===== src/ntt_macros.svh =====
// Build-wide constants for the NTT subsystem
// NTT_N must be a power of two no larger than 512; the root is derived from it
// Memory holds two banks of NTT_N words, so NTT_MEM_ADDR_W tracks NTT_LOGN
`ifndef NTT_MACROS_SVH
`define NTT_MACROS_SVH

// Modulus and coefficient width
`define NTT_Q 8380417
`define NTT_COEF_W 23

// Transform size and number of passes
`define NTT_N 16
`define NTT_LOGN 4

// Primitive 512th root of unity mod q
// The N-th root is NTT_ROOT raised to NTT_ROOT_EXP
`define NTT_ROOT 1753
`define NTT_ROOT_EXP (512 / `NTT_N)

// Host and memory address map
`define NTT_HOST_ADDR_W 6
`define NTT_MEM_ADDR_W 5
`define NTT_CTRL_ADDR 32

`endif


===== src/ntt_pkg.sv =====
// Shared types for the NTT subsystem
// Host words carry one coefficient; the status word uses bits 1 and 0 only
`include "ntt_macros.svh"

package ntt_pkg;

    typedef enum logic [1:0] {
        MODE_FWD = 2'd0,
        MODE_INV = 2'd1,
        MODE_PWM = 2'd2
    } ntt_mode_t;

    typedef enum logic {
        HOST_WR = 1'b0,
        HOST_RD = 1'b1
    } host_op_t;

    typedef enum logic [1:0] {
        SEQ_IDLE,
        SEQ_ISSUE,
        SEQ_DRAIN
    } seq_state_t;

    // ==========================================================
    // Host side
    // ==========================================================
    typedef struct packed {
        logic                         valid;
        host_op_t                     op;
        logic [`NTT_HOST_ADDR_W-1:0]  addr;
        logic [`NTT_COEF_W-1:0]       wdata;
    } host_req_t;

    typedef struct packed {
        logic                   valid;
        logic                   err;
        logic [`NTT_COEF_W-1:0] rdata;
    } host_rsp_t;

    typedef struct packed {
        logic busy;
        logic done;
    } ntt_status_t;

    // ==========================================================
    // Engine side
    // ==========================================================
    typedef struct packed {
        logic                        en;
        logic [`NTT_MEM_ADDR_W-1:0]  addr_a;
        logic [`NTT_MEM_ADDR_W-1:0]  addr_b;
    } mem_rd_req_t;

    typedef struct packed {
        logic                        en_a;
        logic                        en_b;
        logic [`NTT_MEM_ADDR_W-1:0]  addr_a;
        logic [`NTT_MEM_ADDR_W-1:0]  addr_b;
        logic [`NTT_COEF_W-1:0]      data_a;
        logic [`NTT_COEF_W-1:0]      data_b;
    } mem_wr_req_t;

    typedef struct packed {
        logic                        valid;
        ntt_mode_t                   mode;
        logic [`NTT_MEM_ADDR_W-1:0]  addr_a;
        logic [`NTT_MEM_ADDR_W-1:0]  addr_b;
        logic [`NTT_COEF_W-1:0]      twiddle;
        logic                        last;
    } bfly_op_t;

    typedef struct packed {
        logic                        valid;
        logic                        two_writes;
        logic [`NTT_MEM_ADDR_W-1:0]  addr_a;
        logic [`NTT_MEM_ADDR_W-1:0]  addr_b;
        logic [`NTT_COEF_W-1:0]      res_a;
        logic [`NTT_COEF_W-1:0]      res_b;
        logic                        last;
    } bfly_res_t;

endpackage


===== src/ntt_cmd_decode.sv =====
// Host request decode with a one-cycle read response
// Memory accesses and starts are dropped while the engine is busy
// Reads of unmapped addresses or made while busy return err
`include "ntt_macros.svh"

module ntt_cmd_decode
    import ntt_pkg::*;
(
    input  logic                        hclk,
    input  logic                        reset_i,
    input  host_req_t                   host_req_i,
    input  ntt_status_t                 status_i,
    input  logic [`NTT_COEF_W-1:0]      mem_rdata_i,
    output host_rsp_t                   host_rsp_o,
    output logic                        mem_host_en_o,
    output logic                        mem_host_we_o,
    output logic [`NTT_MEM_ADDR_W-1:0]  mem_host_addr_o,
    output logic [`NTT_COEF_W-1:0]      mem_host_wdata_o,
    output logic                        start_o,
    output ntt_mode_t                   start_mode_o
);

    logic        is_mem;
    logic        is_ctrl;
    logic        is_rd;
    logic        rd_valid_q;
    logic        rd_err_q;
    logic        rd_status_q;
    ntt_status_t status_q;

    // Address split
    assign is_mem  = (host_req_i.addr < `NTT_HOST_ADDR_W'(`NTT_CTRL_ADDR));
    assign is_ctrl = (host_req_i.addr == `NTT_HOST_ADDR_W'(`NTT_CTRL_ADDR));
    assign is_rd   = host_req_i.valid && (host_req_i.op == HOST_RD);

    assign mem_host_en_o    = host_req_i.valid && is_mem && !status_i.busy;
    assign mem_host_we_o    = (host_req_i.op == HOST_WR);
    assign mem_host_addr_o  = host_req_i.addr[`NTT_MEM_ADDR_W-1:0];
    assign mem_host_wdata_o = host_req_i.wdata;

    // Control write: bit 0 start, bits 2:1 mode
    assign start_o = host_req_i.valid && is_ctrl && (host_req_i.op == HOST_WR)
                     && host_req_i.wdata[0] && !status_i.busy;
    assign start_mode_o = ntt_mode_t'(host_req_i.wdata[2:1]);

    always_ff @(posedge hclk) begin
        if (reset_i) begin
            rd_valid_q <= 1'b0;
            rd_err_q   <= 1'b0;
        end else begin
            rd_valid_q <= is_rd;
            rd_err_q   <= is_rd && !is_ctrl && (!is_mem || status_i.busy);
        end
    end

    // Mux select and status snapshot travel with the read
    always_ff @(posedge hclk) begin
        rd_status_q <= is_ctrl;
        status_q    <= status_i;
    end

    always_comb begin
        host_rsp_o.valid = rd_valid_q;
        host_rsp_o.err   = rd_err_q;
        if (rd_status_q) begin
            host_rsp_o.rdata = `NTT_COEF_W'({status_q.done, status_q.busy});
        end else begin
            host_rsp_o.rdata = mem_rdata_i;
        end
    end

    // Engine reports busy from the cycle after an accepted start
    a_start_busy: assert property (@(posedge hclk) disable iff (reset_i)
        start_o |=> status_i.busy);

endmodule


===== config.mk =====
export PLATFORM = sky130hd
export DESIGN_NAME = ntt_cmd_decode
export DESIGN_NICKNAME = d
export VERILOG_FILES = /design/src/ntt_pkg.sv /design/src/ntt_cmd_decode.sv
export VERILOG_INCLUDE_DIRS = /design/src
export SDC_FILE = /design/constraint.sdc
export NUM_CORES = 1
export LEC_CHECK = 0
export BUFFER_PORTS_ARGS = -buffer_cell sky130_fd_sc_hd__clkbuf_2
export CELL_PAD_IN_SITES_DETAIL_PLACEMENT = 0
export CELL_PAD_IN_SITES_GLOBAL_PLACEMENT = 1
export CORE_ASPECT_RATIO = 0.9
export CORE_MARGIN = 1
export CORE_UTILIZATION = 12
export DETAILED_ROUTE_END_ITERATION = 16
export PLACE_DENSITY = 0.76
export RECOVER_POWER = 100
export SYNTH_ARGS = -nofsm -noshare
export SYNTH_HDL_FRONTEND = slang
export SYNTH_SLANG_ARGS = --single-unit

===== constraint.sdc =====
create_clock -name hclk -period 0.9 [get_ports hclk]
set_input_delay 0.09 -clock hclk [delete_from_list [all_inputs] [get_ports hclk]]
set_output_delay 0.09 -clock hclk [all_outputs]
set_load 0.05 [all_outputs]

* Word-level counts from Yosys, hierarchy flattened
Index checks and enable logic that the tools add are counted.
** Word-level totals
- Word-level logic and storage cells :: 22
- Output and inout port bits :: 58
- Bits in registers :: 5
- Bits of input ports :: 58
** Cells by class
- Bitwise logic cells :: 1
- Magnitude comparators :: 1
- Reduce and logical (&&, ||, !) cells :: 13
- Equal/unequal tests :: 1
- Muxes and demuxes :: 1
** Operator list (number)
- $mux 23 :: 1
- $logic_and 1x1->1 :: 9
- $eq 6x6->1 const B :: 1
- $lt 6x6->1 const B :: 1
- $logic_not 1->1 :: 3
- $logic_or 1x1->1 :: 1
- $not 1->1 :: 1

* Longest topological paths before layout
- Depth in word-level cells :: 5
- Gate-level depth with buffers :: 2
- Mapped depth without buffers :: 2

* Worst setup path before layout
No wires, ideal clock.
- Path type :: input to output
- From :: in host_req_i[23] in the netlist's numbering
- To :: out start_o
- Cell stages on the path :: 2
- Arrival time :: 1722 ps
- Slack :: -912 ps
- Path buffers :: 0
- Data required time :: 810 ps
- Cells stage by stage :: or4_4 -> nor3_1
** Between the ends
- Longest elaborated chain between the ends :: 5
** RTL lines
- start, declared :: RTL line ntt_cmd_decode.sv:11 : input host_req_t host_req_i,
- $eq 6x6->1 :: RTL line ntt_cmd_decode.sv:33 : assign is_ctrl = (host_req_i.addr == `NTT_HOST_ADDR_W'(`NTT_CTRL_ADDR));
- $logic_and 1x1->1 (2 in series) :: RTL line ntt_cmd_decode.sv:42 : assign start_o = host_req_i.valid && is_ctrl && (host_req_i.op == HOST_WR)
- $logic_and 1x1->1 (2 in series) :: RTL line ntt_cmd_decode.sv:43 : && host_req_i.wdata[0] && !status_i.busy;
- end, declared :: RTL line ntt_cmd_decode.sv:19 : output logic start_o,
No other way between the ends.

* Worst setup path after layout
- From :: in status_i[1] in the netlist's numbering
- To :: out start_o
** Between the ends
- Longest elaborated chain between the ends :: 2
** RTL lines
- start, declared :: RTL line ntt_cmd_decode.sv:12 : input ntt_status_t status_i,
- $logic_not 1->1 :: RTL line ntt_cmd_decode.sv:43
- $logic_and 1x1->1 :: RTL line ntt_cmd_decode.sv:43
No other way between the ends.

==> reports/metrics.cfg <==
[place]
dpl.hpwl_mm=1.14
io_buffers=69
routabilityCongestion=0.612

[timing]
max_freq_ghz=0.852
drv_slew=0
hold_ws_ns=0.116
worstMarginPinSlew_ns=0.597
finalSetupViolations=25
rsz0062_at_grt=yes
relSlewSlack=0.604
post-route-min-period_ns=1.17
finalWorstSetupSlack_ns=-0.274
period_share=1.30
hold_viol=0

[die]
die_y_um=67.4
rows=23
coreArea_mm2=0.00452
initial_core_util=0.126
dieArea_mm2=0.00503
die_w_um=74.7
pin_count=116

[detailed_routing]
met1_length_um=469
top_layer=met3
met2WireLength_um=919
num_vias=611
dr_wl_met3_um=158
dr.pass1.iters=2
drtIter0Drc=3
wl_per_cell_um=8.69
wirelength_mm=1.55
ant_nets=0
via_per_inst=3.43
drc=0

[pwr]
p_leak_uw=0.000655
irDropWorstVdd_mv=0.419
totalPowerFinal_uw=1330
p_per_area_mw_per_mm2=1060

[clocking]
clkSinkCount=5
clkTransAtPathRegs_ns=0.03
cts_root_buf=clkbuf_8
clockBufferDepth=2
htreeDepth=1
cts_tree=built
numCtsBuffers=3

[min_path]
hp-class=in2reg
hold_start=status_i[1]

[global_route]
grt_pass1_vias=575
overflow=0
grt_pass1_wl_mm=2.15
grt_max_degree=22
grt_use_total=0.0584
grt_antenna_before_repair=0

[critical_path]
cpPeakStageDelay_ns=0.54
slowest_stage=or4bb_4
cp.arrival_ns=1.08
cp-start-kind=input port
path_class=in2out
crit_chain=clkbuf_2, or4bb_4, nor3_4, buf_8
crit_fanout=2
crit_required_ns=0.81
crit_start=status_i[1]
endpoint_kind=output port

[logic_synthesis]
yosys.area.top_type=buf_4
netlist_area_um2=571
ys_warn_count=0
ys_seq_area_frac=0.175
synth_ff_type=dfxtp_1
synth_nets=129
syn-mean-instance-area_um2=8.04
ys_types=14
yosysMostFrequentCell=buf_4
async_reset_ff_frac=0
synth_edf_count=0
synth_top_cells_by_area=buf_4, nor2b_1, dfxtp_1
synth_common_cells=buf_4, nor2b_1, dfxtp_1
ys_ff_latch=5
synth_top_area_share=0.421
syn_inst=71

[status]
status=complete, but fails checks
violations=setup timing

[layout]
nets=175
diodes=0
layout-drive-gt1-share=0.845
syn2layout_area_growth_pct=120

[job]
cap_violations=0

-- placed cells by master, fill, tap and decap left out --
master,netlist,layout
and3b_1,1,1
buf_8,0,17
clkbuf_2,0,34
dlygate4sd3_1,0,1
buf_6,0,2
nor2_1,1,1
clkbuf_4,0,3
dfxtp_1,5,4
nand2b_1,1,1
nor3b_2,0,1
buf_2,0,1
buf_4,32,2
nor2b_2,0,3
dfxtp_4,0,1
inv_1,1,1
mux2_2,2,2
buf_12,0,1
clkbuf_1,2,8
nor2b_4,0,18
or4_4,1,1
o221a_1,1,1
nor3_4,0,1
clkbuf_8,0,10
or4bb_4,0,1
-- repair_timing --
action                                  CTS  global route
gates resized for setup                  69            27
pin swaps                                 4             1
setup buffers                             1             0
endpoints found under the setup margin   26            27
hold buffers                              1             0
endpoints found under the hold margin     1             0
-- routing by layer --
| metal | GRT usage | vias up |
|---|---|---|
| met5 | 0 | - |
| met4 | 0.0354 | 0 |
| met3 | 0.0254 | 0 |
| met2 | 0.120 | 58 |
| met1 | 0.0425 | 270 |
| li1 | - | 283 |
-- report_power, final --
group	switching (µW)	internal (µW)	total (µW)
registers	2.79	229	232
logic	393	308	701
clock network	95.8	303	399
-- through the flow --
stage | cells | worst slack, ns | cell area (µm²) | TNS, ns | utilization
final | 178 | -0.274 | 1250 | -5.94 | 0.278
after global placement | 173 | -0.366 | 852 | -3.40 | 0.189
after floorplan | 71 | -0.426 | 634 | -6.43 | -
after global routing | 178 | -0.301 | 1250 | -6.85 | 0.278
after CTS | 179 | -0.293 | 1210 | -6.20 | 0.269
after detailed placement | 173 | -0.380 | 852 | -3.45 | 0.189
-- worst max-delay path: cells and delay by family --
kind | cells | cell delay [ns]
buf+inv | 2 | 0.26
simple gates | 2 | 0.74
-- final cells by class --
class	instances	area, µm²
repair buffers	75	643
well taps	62	77.6
clock buffers	4	45.0
inverters	1	3.75
flip-flops and latches	5	104
fillers	478	3260
multi-input cells	31	382
-- logic make-up after synthesis --
kind of cell	after synthesis	share of synthesized area
simple gates	28	0.325
compound gates	1	0.0197
mux	2	0.0395
flops	5	0.175
buf+inv	35	0.441
-- worst paths after layout --
kind	endpoint	slack, ns	depth (start not counted)
max	start_o	-0.27	4
min	status_q[1]	0.12	2
-- sequential cells by signal (all words and copies together), names as in the netlist --
name         count
status_q         2
rd_err_q         1
rd_status_q      1
rd_valid_q       1
(Power assumes the default switching activity.)
