==> config.mk <==
export PLATFORM = sky130hd
export DESIGN_NAME = ntt_sequencer
export DESIGN_NICKNAME = d
export VERILOG_FILES = /design/src/ntt_pkg.sv /design/src/ntt_sequencer.sv
export VERILOG_INCLUDE_DIRS = /design/src
export SDC_FILE = /design/constraint.sdc
export NUM_CORES = 1
export LEC_CHECK = 0
export BUFFER_PORTS_ARGS = -buffer_cell sky130_fd_sc_hd__buf_2
export CAP_MARGIN = 10
export CORE_ASPECT_RATIO = 0.9
export CORE_MARGIN = 1.5
export CORE_UTILIZATION = 25
export CTS_CLUSTER_DIAMETER = 50
export DETAILED_ROUTE_END_ITERATION = 6
export SLEW_MARGIN = 20
export SYNTH_ARGS = -nofsm -noshare
export SYNTH_HDL_FRONTEND = slang
export SYNTH_SLANG_ARGS = --single-unit
export TNS_END_PERCENT = 50
==> constraint.sdc <==
create_clock -name hclk -period 6.6 [get_ports hclk]
set_clock_uncertainty 0.2 [all_clocks]
set_input_delay 0.33 -clock hclk [delete_from_list [all_inputs] [get_ports hclk]]
set_output_delay 0.33 -clock hclk [all_outputs]
set_load 0.005 [all_outputs]
==> src/ntt_macros.svh <==
// Build-wide constants for the NTT subsystem
// NTT_N must be a power of two no larger than 512; the root is derived from it
// Memory holds two banks of NTT_N words, so NTT_MEM_ADDR_W tracks NTT_LOGN
`ifndef NTT_MACROS_SVH
`define NTT_MACROS_SVH

// Modulus and coefficient width
`define NTT_Q 8380417
`define NTT_COEF_W 23

// Transform size and number of passes
`define NTT_N 16
`define NTT_LOGN 4

// Primitive 512th root of unity mod q
// The N-th root is NTT_ROOT raised to NTT_ROOT_EXP
`define NTT_ROOT 1753
`define NTT_ROOT_EXP (512 / `NTT_N)

// Host and memory address map
`define NTT_HOST_ADDR_W 6
`define NTT_MEM_ADDR_W 5
`define NTT_CTRL_ADDR 32

`endif

==> src/ntt_pkg.sv <==
// Shared types for the NTT subsystem
// Host words carry one coefficient; the status word uses bits 1 and 0 only
`include "ntt_macros.svh"

package ntt_pkg;

    typedef enum logic [1:0] {
        MODE_FWD = 2'd0,
        MODE_INV = 2'd1,
        MODE_PWM = 2'd2
    } ntt_mode_t;

    typedef enum logic {
        HOST_WR = 1'b0,
        HOST_RD = 1'b1
    } host_op_t;

    typedef enum logic [1:0] {
        SEQ_IDLE,
        SEQ_ISSUE,
        SEQ_DRAIN
    } seq_state_t;

    // ==========================================================
    // Host side
    // ==========================================================
    typedef struct packed {
        logic                         valid;
        host_op_t                     op;
        logic [`NTT_HOST_ADDR_W-1:0]  addr;
        logic [`NTT_COEF_W-1:0]       wdata;
    } host_req_t;

    typedef struct packed {
        logic                   valid;
        logic                   err;
        logic [`NTT_COEF_W-1:0] rdata;
    } host_rsp_t;

    typedef struct packed {
        logic busy;
        logic done;
    } ntt_status_t;

    // ==========================================================
    // Engine side
    // ==========================================================
    typedef struct packed {
        logic                        en;
        logic [`NTT_MEM_ADDR_W-1:0]  addr_a;
        logic [`NTT_MEM_ADDR_W-1:0]  addr_b;
    } mem_rd_req_t;

    typedef struct packed {
        logic                        en_a;
        logic                        en_b;
        logic [`NTT_MEM_ADDR_W-1:0]  addr_a;
        logic [`NTT_MEM_ADDR_W-1:0]  addr_b;
        logic [`NTT_COEF_W-1:0]      data_a;
        logic [`NTT_COEF_W-1:0]      data_b;
    } mem_wr_req_t;

    typedef struct packed {
        logic                        valid;
        ntt_mode_t                   mode;
        logic [`NTT_MEM_ADDR_W-1:0]  addr_a;
        logic [`NTT_MEM_ADDR_W-1:0]  addr_b;
        logic [`NTT_COEF_W-1:0]      twiddle;
        logic                        last;
    } bfly_op_t;

    typedef struct packed {
        logic                        valid;
        logic                        two_writes;
        logic [`NTT_MEM_ADDR_W-1:0]  addr_a;
        logic [`NTT_MEM_ADDR_W-1:0]  addr_b;
        logic [`NTT_COEF_W-1:0]      res_a;
        logic [`NTT_COEF_W-1:0]      res_b;
        logic                        last;
    } bfly_res_t;

endpackage

==> src/ntt_sequencer.sv <==
// Pass sequencer for forward CT, inverse GS and pointwise multiply
// One operation per cycle; each pass drains before the next begins
// Twiddle tables are built at elaboration from NTT_ROOT
`include "ntt_macros.svh"

module ntt_sequencer
    import ntt_pkg::*;
(
    input  logic        hclk,
    input  logic        reset_i,
    input  logic        start_i,
    input  ntt_mode_t   start_mode_i,
    input  logic        pass_done_i,
    output logic        busy_o,
    output logic        last_pass_o,
    output mem_rd_req_t mem_rd_o,
    output bfly_op_t    op_o
);

    localparam int N    = `NTT_N;
    localparam int LOGN = `NTT_LOGN;
    localparam int CW   = `NTT_COEF_W;
    localparam int AW   = `NTT_MEM_ADDR_W;

    typedef logic [N/2-1:0][CW-1:0] tw_table_t;

    function automatic longint mod_pow(longint base, int exp);
        longint r;
        r = 1;
        for (int i = 0; i < exp; i++) begin
            r = (r * base) % `NTT_Q;
        end
        return r;
    endfunction

    // Powers 0..N/2-1 of the given root
    function automatic tw_table_t build_table(longint root);
        tw_table_t t;
        longint    w;
        w = 1;
        for (int i = 0; i < N/2; i++) begin
            t[i] = CW'(w);
            w    = (w * root) % `NTT_Q;
        end
        return t;
    endfunction

    localparam longint ROOT_N   = mod_pow(`NTT_ROOT, `NTT_ROOT_EXP);
    localparam longint ROOT_INV = mod_pow(ROOT_N, N - 1);
    localparam tw_table_t TW_FWD = build_table(ROOT_N);
    localparam tw_table_t TW_INV = build_table(ROOT_INV);

    seq_state_t        state_q;
    ntt_mode_t         mode_q;
    logic [LOGN-1:0]   pass_q;
    logic [LOGN-1:0]   idx_q;
    logic [LOGN-1:0]   last_idx;
    logic              issue;
    logic [LOGN-2:0]   bf_j;
    logic [LOGN-2:0]   grp;
    logic [LOGN-2:0]   grp_rev;
    logic [LOGN-1:0]   span_log;
    logic [LOGN-1:0]   bf_a;
    logic [LOGN-1:0]   span;

    assign issue       = (state_q == SEQ_ISSUE);
    assign busy_o      = (state_q != SEQ_IDLE);
    assign last_pass_o = (mode_q == MODE_PWM) || (pass_q == LOGN[LOGN-1:0] - 1'b1);
    assign last_idx    = (mode_q == MODE_PWM) ? LOGN'(N - 1) : LOGN'(N/2 - 1);

    // ==========================================================
    // Address and twiddle generation
    // ==========================================================
    // Forward span is N/2 >> pass, inverse span is 1 << pass
    always_comb begin
        bf_j     = idx_q[LOGN-2:0];
        span_log = (mode_q == MODE_INV) ? pass_q : LOGN'(LOGN - 1) - pass_q;
        span     = LOGN'(1) << span_log;
        grp      = bf_j >> span_log;
        bf_a     = (LOGN'(grp) << (span_log + 1'b1)) | (LOGN'(bf_j) & (span - 1'b1));
        for (int i = 0; i < LOGN - 1; i++) begin
            grp_rev[i] = grp[LOGN-2-i];
        end
    end

    always_comb begin
        op_o.valid = issue;
        op_o.mode  = mode_q;
        op_o.last  = (idx_q == last_idx);
        if (mode_q == MODE_PWM) begin
            op_o.addr_a  = AW'(idx_q);
            op_o.addr_b  = AW'(N) + AW'(idx_q);
            op_o.twiddle = '0;
        end else begin
            op_o.addr_a  = AW'(bf_a);
            op_o.addr_b  = AW'(bf_a | span);
            op_o.twiddle = (mode_q == MODE_INV) ? TW_INV[grp_rev] : TW_FWD[grp_rev];
        end
        mem_rd_o.en     = issue;
        mem_rd_o.addr_a = op_o.addr_a;
        mem_rd_o.addr_b = op_o.addr_b;
    end

    // ==========================================================
    // Pass FSM
    // ==========================================================
    always_ff @(posedge hclk) begin
        if (reset_i) begin
            state_q <= SEQ_IDLE;
            mode_q  <= MODE_FWD;
            pass_q  <= '0;
            idx_q   <= '0;
        end else begin
            case (state_q)
                SEQ_IDLE: begin
                    if (start_i) begin
                        mode_q  <= start_mode_i;
                        pass_q  <= '0;
                        idx_q   <= '0;
                        state_q <= SEQ_ISSUE;
                    end
                end
                SEQ_ISSUE: begin
                    if (idx_q == last_idx) begin
                        idx_q   <= '0;
                        state_q <= SEQ_DRAIN;
                    end else begin
                        idx_q <= idx_q + 1'b1;
                    end
                end
                SEQ_DRAIN: begin
                    // Wait for the pass's last write before touching the data again
                    if (pass_done_i) begin
                        if (last_pass_o) begin
                            state_q <= SEQ_IDLE;
                        end else begin
                            pass_q  <= pass_q + 1'b1;
                            state_q <= SEQ_ISSUE;
                        end
                    end
                end
                default: state_q <= SEQ_IDLE;
            endcase
        end
    end

    // Last write of a pass lands only after all its issues
    a_drain_quiet: assert property (@(posedge hclk) disable iff (reset_i)
        pass_done_i |-> (state_q == SEQ_DRAIN));

endmodule

After elaboration in Yosys (flattened, before gate mapping)
Memory sizes are Yosys's and may differ from the RTL's.
Cells that the tools add are included.
W data, S select, Z words.
- register bits after elaboration: 12
- ROM bits: 368
- input bits: 6
- output and inout bits: 50
- word-level logic and storage cells: 55
- memories: 2
- $add $sub $neg: 6
- $lt $le $gt $ge: 1
- eq/ne operators: 10
- shift operators: 3
- muxes and demuxes: 17
- bitwise operators: 3
- reduce and logical (&&, ||, !) cells: 9
- memories (memory ; words ; width ; read ports ; clocked after memory_dff ; write ports ; RTL line ; source):
    (name not given) ; 8 ; 23 ; 1 ; 0 ; 0 ; ntt_sequencer.sv:97 ; op_o.twiddle = (mode_q == MODE_INV) ? TW_INV[grp_rev] : TW_FWD[grp_rev];
    (name not given) ; 8 ; 23 ; 1 ; 0 ; 0 ; ntt_sequencer.sv:97 ;
- operators by type and width (kind ; count):
    $mux W23 ; 3
    $mux W32 ; 1
    $mux W4 ; 6
    $pmux W4 S2 ; 2
    $add A4 B1 Y4 const B ; 3
    $ne A2 B2 Y1 const B ; 4
    $or A4 B4 Y4 ; 2
    $mux W2 ; 3
    $pmux W2 S3 ; 1
    $reduce_bool A2 Y1 ; 3
    $add A5 B4 Y5 const A ; 1
    $and A3 B4 Y4 ; 1
    $eq A2 B1 Y1 const B ; 2
    $eq A2 B2 Y1 const B ; 2
    $eq A4 B2 Y1 const B ; 1
    $eq A4 B4 Y1 ; 1
    $lt A3 B4 Y1 const B ; 1
    $reduce_and A2 Y1 ; 2
    $reduce_and A4 Y1 ; 1
    $shl A1 B4 Y4 const A ; 1
    $shl A3 B4 Y4 ; 1
    $shr A3 B4 Y3 ; 1
    $sub A2 B4 Y4 const A ; 1
    $sub A4 B1 Y4 const B ; 1
    4 further kinds ; 4

Longest topological paths before layout
Gate-level depths: netlist (run 1).
- depth after elaboration: 8
- mapped depth: 13
- gate-level depth less buffers: 12

Least setup slack after synthesis (run 1)
No wires, ideal clock.
- kind: reg-to-output
- start point: reg pass_q[2]
- end point: out op_o[23] in the netlist's numbering
- arrival time: 2751 ps
- required time: 6070 ps
- slack: 3319 ps
- cell stages (with the launch flop): 13
- path buffers: 1
- path through: dfxtp_1 > clkbuf_1 > inv_2 > ha_1 > nor2b_1 > mux2_4 > a22oi_2 > or2_1 > inv_2 > ha_1 > nor3_2 > o21ai_1 > a22oi_1
- RTL lines (item ; RTL line ; source):
    from (decl) ; ntt_sequencer.sv:55 ; logic [LOGN-1:0] pass_q;
    from (signal assigned) ; ntt_sequencer.sv:137 ; pass_q <= pass_q + 1'b1;
    to (decl) ; ntt_sequencer.sv:17 ; output bfly_op_t op_o

==> reports/summary.txt, run 1 <==
Final period util = 0.6143
Tmin final = 4.054 ns
synthesized area per cell = 7.170 um^2
Final ANT Viol Nets = 0
Critical Path Max Stage Delay = 0.61 ns
post_cts resized = 0
crit-path cells = nand2b_1 -> mux2_4 -> a22oi_2 -> or2_1 -> inv_2 -> ha_1 -> nor3_2 -> o21ai_0 -> a22oi_1 -> buf_2
Post-synth EDFFs = 0
first-pass GRT wire length = 9294 um
Setup Slack @ Placement = 2.850 ns
Core Box Area = 0.007470 mm^2
YS warnings = 0
Reg area = 240.2 um^2
Tot Pwr = 247.4 uW
via count = 2047
post-synth top area share = 0.1255
Filler Cell Count = 816
Die Area = 0.008192 mm^2
RSZ-0062 raised after global routing = no
Reg-to-Reg End = pass_q[3]
total CTS buffers = 3
CTS hold repair buffers = 0
fraction of registers with async set/reset = 0
clock slew seen by the registers of the worst setup and hold paths = 0.05 ns
Pre-antenna DRT Iters = 4
GPL Wtd Cong = 0.8728
Worst Slack Setup Final = 2.546 ns
top cells by area, synth = dfxtp_1, ha_1, buf_4, nor2_1, a21oi_1
Max VDD drop = 0.00005265 V
Setup Crit Path Kind = register to primary output
total grt overflow = 0
vias in the first global route = 1841
Std-Cell Rows = 30
Routed Wire Length = 5750 um
Nets = 317
crit path DAT = 3.52 ns
Post-Syn Area = 0.001914 mm^2
chip height = 86.02 um
GRT Total Usage = 0.1409
WHS Endpoint = mode_q[0]
CTS tree = yes
most area-hungry cell type in the Yosys netlist = dfxtp_1
Post-synth top cells = nor2_1, nand2_1, a21oi_1
1st-iter DRT viols = 82
Worst-Margin Slew = 0.7536 ns
FF-to-FF Start = mode_q[0]
Critical Path RT = 6.07 ns
HPWL Detailed = 4436 um
final hold vios = 0
P per Cell Area = 113.6 mW/mm^2
worst-case hold slack = 0.1350 ns
H-tree Lvls = 1
share of cells above drive strength 1 = 0.2617
initial antenna violation count = 0
clk root buf = clkbuf_8
final max-slew violation count = 0
Final Setup Violations = 0
fmax = 246.7 MHz
flops & latches, synth = 12
Horiz. Die Dim = 95.24 um
Setup TNS = 0 ns
worst-skew pair later-pin latency = 0.24 ns
vias per cell = 5.195
hold_sp = start_mode_i[0]
Post-CTS Setup Bufs = 0
Top FF cell, synth = dfxtp_1
Synth cell types = 68
PortBufs = 53
largest net degree at the start of global routing = 18
drc violations = 0
cell depth of the worst flop-to-flop path = 6
IO Pins = 56
wire length per cell = 14.59 um
critical-path maximum fanout = 17
worst relative slew slack = 0.4969
type of the worst min-delay path = input pin to register
Clock Path Buffers = 2
Area Growth Syn to Fin = 13.79%
worst reg-to-reg setup slack = 4.27 ns
antenna fix cells = 0
Setup crit end kind = primary output
Util after Layout = 0.2916
crit path launch type = register
Max Cap Viol = 0
most common cell in the netlist = nor2_1
status = complete, no violations
footprint of the multi-input gates = 0.001445 mm^2
Leak = 0.0009507 uW
hold path depth = 3
Initial Utilization = 0.2563
clk sinks = 12
register area share after synthesis = 0.1255
Slowest-stage cell, CP = dfxtp_1
Post-Syn Instances = 267
[registers in the layout (all words and copies together) (netlist names)]
register	cells
idx_q	4
pass_q	4
mode_q	2
state_q	2
[critical path, delay by kind of cell, from the launching register on]
family                     cells  cell delay (ns)
DFF                            1             0.61
adders and majority gates      1             0.23
muxes                          1             0.38
AOI/OAI and AO/OA              3             0.59
buffers and inverters          2             0.27
and+or+nand+nor                3             1.22
[per-stage QoR]
stage / instance area [um^2] / instances
after floorplan: 1918 / 268
after global placement: 2123 / 390
after detailed placement: 2123 / 390
after CTS: 2178 / 394
after global routing: 2178 / 394
final: 2178 / 394
[cell usage in the layout, fill, tap and decap left out, types with 2 or more instances in the layout]
| cell type | n |
|---|---|
| o211ai_1 | 4 |
| o22ai_1 | 6 |
| a2bb2oi_1 | 2 |
| and3_1 | 2 |
| inv_2 | 3 |
| o21ai_0 | 18 |
| clkbuf_8 | 4 |
| buf_2 | 53 |
| nand4_1 | 4 |
| o32ai_1 | 2 |
| nor3_1 | 7 |
| a31oi_1 | 3 |
| o21ai_1 | 12 |
| a221oi_1 | 2 |
| clkinv_1 | 2 |
| nand2_1 | 20 |
| nand2b_1 | 4 |
| or2_1 | 2 |
| or2_2 | 3 |
| nor2_1 | 26 |
| conb_1 | 2 |
| xnor2_1 | 7 |
| a21oi_1 | 19 |
| dfxtp_1 | 12 |
| a22o_1 | 2 |
| o31a_1 | 2 |
| inv_1 | 9 |
| nor3b_1 | 2 |
| a21o_1 | 2 |
| a22oi_1 | 5 |
| nor2_2 | 2 |
| nor2b_1 | 3 |
| ha_1 | 12 |
| nand3_1 | 9 |
[layer usage]
metal  vias up  part of all wire  GRT usage
met2        65              0.46     0.2199
met4         0            0.0017    0.02714
li1       1024                 -          -
met5         -                 0          0
met3         2             0.070    0.02571
met1       956              0.46     0.2007
[power breakdown]
group	switching, uW	internal, uW	total (uW)
Sequential	7.68	75.0	82.7
Clock	26.5	52.7	79.2
Combinational	49.8	35.8	85.5
[worst max-delay path by stage]
stage	end	slack, ns	from	cells after the start
floorplan	op_o[23]	3.32	pass_q[2]	12
detailed placement	op_o[23]	2.85	mode_q[1]	10
global route	op_o[23]	2.23	mode_q[1]	10
CTS	op_o[23]	2.57	mode_q[1]	10
finish	op_o[23]	2.55	mode_q[1]	10
global placement	op_o[23]	2.98	mode_q[1]	10
[cell type report]
cell class,count,share of cell area
Inverter,14,0.02412
Clock buffer,4,0.02527
Multi-Input combinational cell,215,0.6634
Sequential cell,12,0.1103
Tap cell,96,0.05514
Timing Repair Buffer,53,0.1218
[cells by family after synthesis]
family,Yosys count,share of synthesized area
AND/OR/NAND/NOR,93,0.2471
buffers and inverters,41,0.1216
XOR/XNOR,9,0.05817
other,1,0.001959
adder cells (fa/ha/maj),12,0.07843
flip-flops,12,0.1255
multiplexers,2,0.01307
AO/OA/AOI/OAI,97,0.3543
Note: power is estimated with default switching activity, not from simulation.
==> run 2, diff against run 1 <==
Settings changed: ABC_AREA set to 1.
Clock period 6.6 ns to 3.7 ns, I/O delays scaled along.
==> reports/summary.txt, run 2 <==
total CTS buffers = 3 (unchanged)
Filler Cell Count = 721 (-12%)
critical-path maximum fanout = 17 (unchanged)
antenna fix cells = 0 (unchanged)
worst-skew pair later-pin latency = 0.24 ns (about the same)
Setup Crit Path Kind = register to primary output
final max-slew violation count = 0 (unchanged)
Horiz. Die Dim = 88.29 um (-7.3%)
vias per cell = 4.735 (-8.9%)
Setup TNS = 0 ns (unchanged)
type of the worst min-delay path = input pin to register
Worst-Margin Slew = 0.5215 ns (-0.2321 ns)
P per Cell Area = 322.2 mW/mm^2 (+180%)
CTS hold repair buffers = 1 (+1)
fraction of registers with async set/reset = 0 (unchanged)
chip height = 79.76 um (-7.3%)
total grt overflow = 0 (unchanged)
1st-iter DRT viols = 108 (+32%)
Post-Syn Area = 0.001637 mm^2 (-15%)
Std-Cell Rows = 27 (-10%)
CTS tree = yes
Pre-antenna DRT Iters = 4 (unchanged)
Clock Path Buffers = 2 (unchanged)
GRT Total Usage = 0.1358 (-0.005070)
vias in the first global route = 1787 (-2.9%)
clk root buf = clkbuf_8
Post-synth EDFFs = 0 (unchanged)
register area share after synthesis = 0.1468 (+0.02130)
share of cells above drive strength 1 = 0.2226 (-0.03918)
largest net degree at the start of global routing = 20 (+2)
Max VDD drop = 0.0002150 V (+310%)
Synth cell types = 29 (-57%)
drc violations = 0 (unchanged)
initial antenna violation count = 0 (unchanged)
Final Setup Violations = 0 (unchanged)
via count = 1965 (-4.0%)
final hold vios = 0 (unchanged)
Core Box Area = 0.006216 mm^2 (-17%)
Top FF cell, synth = dfxtp_1
most common cell in the netlist = nand2_1
Post-synth top cells = nand2_1, nand3_1, inv_1
wire length per cell = 11.08 um (-24%)
Critical Path RT = 3.31 ns (-2.76 ns)
worst relative slew slack = 0.6520 (+0.1551)
Die Area = 0.007041 mm^2 (-14%)
Final period util = 0.8959
HPWL Detailed = 3648 um (-18%)
post-synth top area share = 0.1789 (+0.05341)
PortBufs = 53 (unchanged)
YS warnings = 0 (unchanged)
Initial Utilization = 0.2633 (+0.007004)
flops & latches, synth = 12 (unchanged)
Final Cell Area = 0.001951 mm^2 (-10%)
fmax = 301.7 MHz
post_cts resized = 0 (unchanged)
Post-Syn Instances = 287 (+7.5%)
first-pass GRT wire length = 7886 um (-15%)
Setup crit end kind = primary output
Largest regs = idx_q: 4 flops, pass_q: 4 flops
Tmin final = 3.315 ns
status = complete, no violations
H-tree Lvls = 1 (unchanged)
Util after Layout = 0.3138 (+0.02218)
IO Pins = 56 (unchanged)
Area Growth Syn to Fin = 19.19%
RSZ-0062 raised after global routing = no
footprint of the multi-input gates = 0.001109 mm^2 (-23%)
DP Area = 0.001899 mm^2 (-11%)
synthesized area per cell = 5.702 um^2 (-20%)
most frequent cells in the layout = nand2_1, buf_2, nand3_1
crit path launch type = register
most common cell after layout, fill and taps aside = nand2_1
Post-CTS Setup Bufs = 0 (unchanged)
Routed Wire Length = 4600 um (-20%)
Reg area = 240.2 um^2 (unchanged)
Max Cap Viol = 0 (unchanged)
clk sinks = 12 (unchanged)
most area-hungry cell type in the Yosys netlist = nand2_1
Leak = 0.001143 uW (+20%)
clock slew seen by the registers of the worst setup and hold paths = 0.05 ns (about the same)
hold path depth = 3 (unchanged)
Final ANT Viol Nets = 0 (unchanged)
top cells by area, synth = nand2_1, dfxtp_1, nand3_1, ha_1, inv_1
crit path DAT = 2.93 ns (-0.59 ns)
Nets = 348 (+9.8%)
cell depth of the worst flop-to-flop path = 8 (+2)
GPL Wtd Cong = 0.8909 (+2.1%)
==> run 2: cell types whose count changed in the layout (fill, tap and decap cells not counted), sizes merged, moves of 5 or more <==
cell / change
a22oi: -5
nand2: +61
nand3: +31
o21ai: -16
o22ai: -5
nor3: -5
inv: +27
xnor2: -8
==> run 2: cells by family (layout without fill, tap and decap cells) <==
group | Yosys count | in the layout | share of synthesized area
AO/OA/AOI/OAI | 41 | 41 | 0.1376
adder cells (fa/ha/maj) | 12 | 12 | 0.09174
buffers and inverters | 60 | 100 | 0.1781
flip-flops | 12 | 12 | 0.1468
other | 1 | 2 | 0.002291
AND/OR/NAND/NOR | 161 | 161 | 0.4434
==> run 2: power breakdown <==
part           switching (uW)  internal (uW)
Clock                    44.3           71.4
Combinational             225            143
Sequential               7.27            137
Total                     277            352
==> run 2: final timing paths <==
check                  start        end  slack (ns)
min reg2reg         idx_q[3]   idx_q[3]        0.30
min          start_mode_i[0]  mode_q[0]        0.03
max                mode_q[0]   op_o[14]        0.39
max reg2reg        mode_q[0]  pass_q[2]        1.29
==> run 2: critical path, cell delays in order, from the launching register on <==
cell     delay [ns]
dfxtp_1        0.44
nand2_2        0.26
nand2_1        0.18
nand2_4        0.10
nor2_1         0.30
nand3_2        0.24
inv_1          0.21
ha_1           0.30
inv_1          0.09
nand3_1        0.12
nand3_1        0.15
nand3_1        0.08
nor2_1         0.10
buf_2          0.12
==> run 2: metal layers <==
layer	GRT usage	part of all wire	vias to the layer above
li1	-	-	997
met1	0.1833	0.47	889
met2	0.2344	0.46	76
met3	0.01758	0.068	3
met4	0.01875	0.0076	0
met5	0	0	-
==> run 2: through the flow <==
stage / power (uW) / cells / setup WS (ns) / hold WS (ns)
CTS: 632.3 / 415 / 0.4005 / 0.03546
detailed placement: 513.6 / 411 / 0.6760 / 0.2401
global route: 690.9 / 415 / 0.06270 / 0.05816
finish: 628.4 / 415 / 0.3851 / 0.03349
floorplan: 412.4 / 288 / 1.111 / 0.05407
global placement: 515.5 / 411 / 0.8047 / 0.2417
==> run 2: area by class of cell <==
cell class / instances / share of cell area
flip-flops and latches: 12 / 0.1232
clock buffers: 3 / 0.02117
multi-input cells: 216 / 0.5683
well taps: 87 / 0.05580
repair buffers: 58 / 0.1565
inverters: 39 / 0.07505
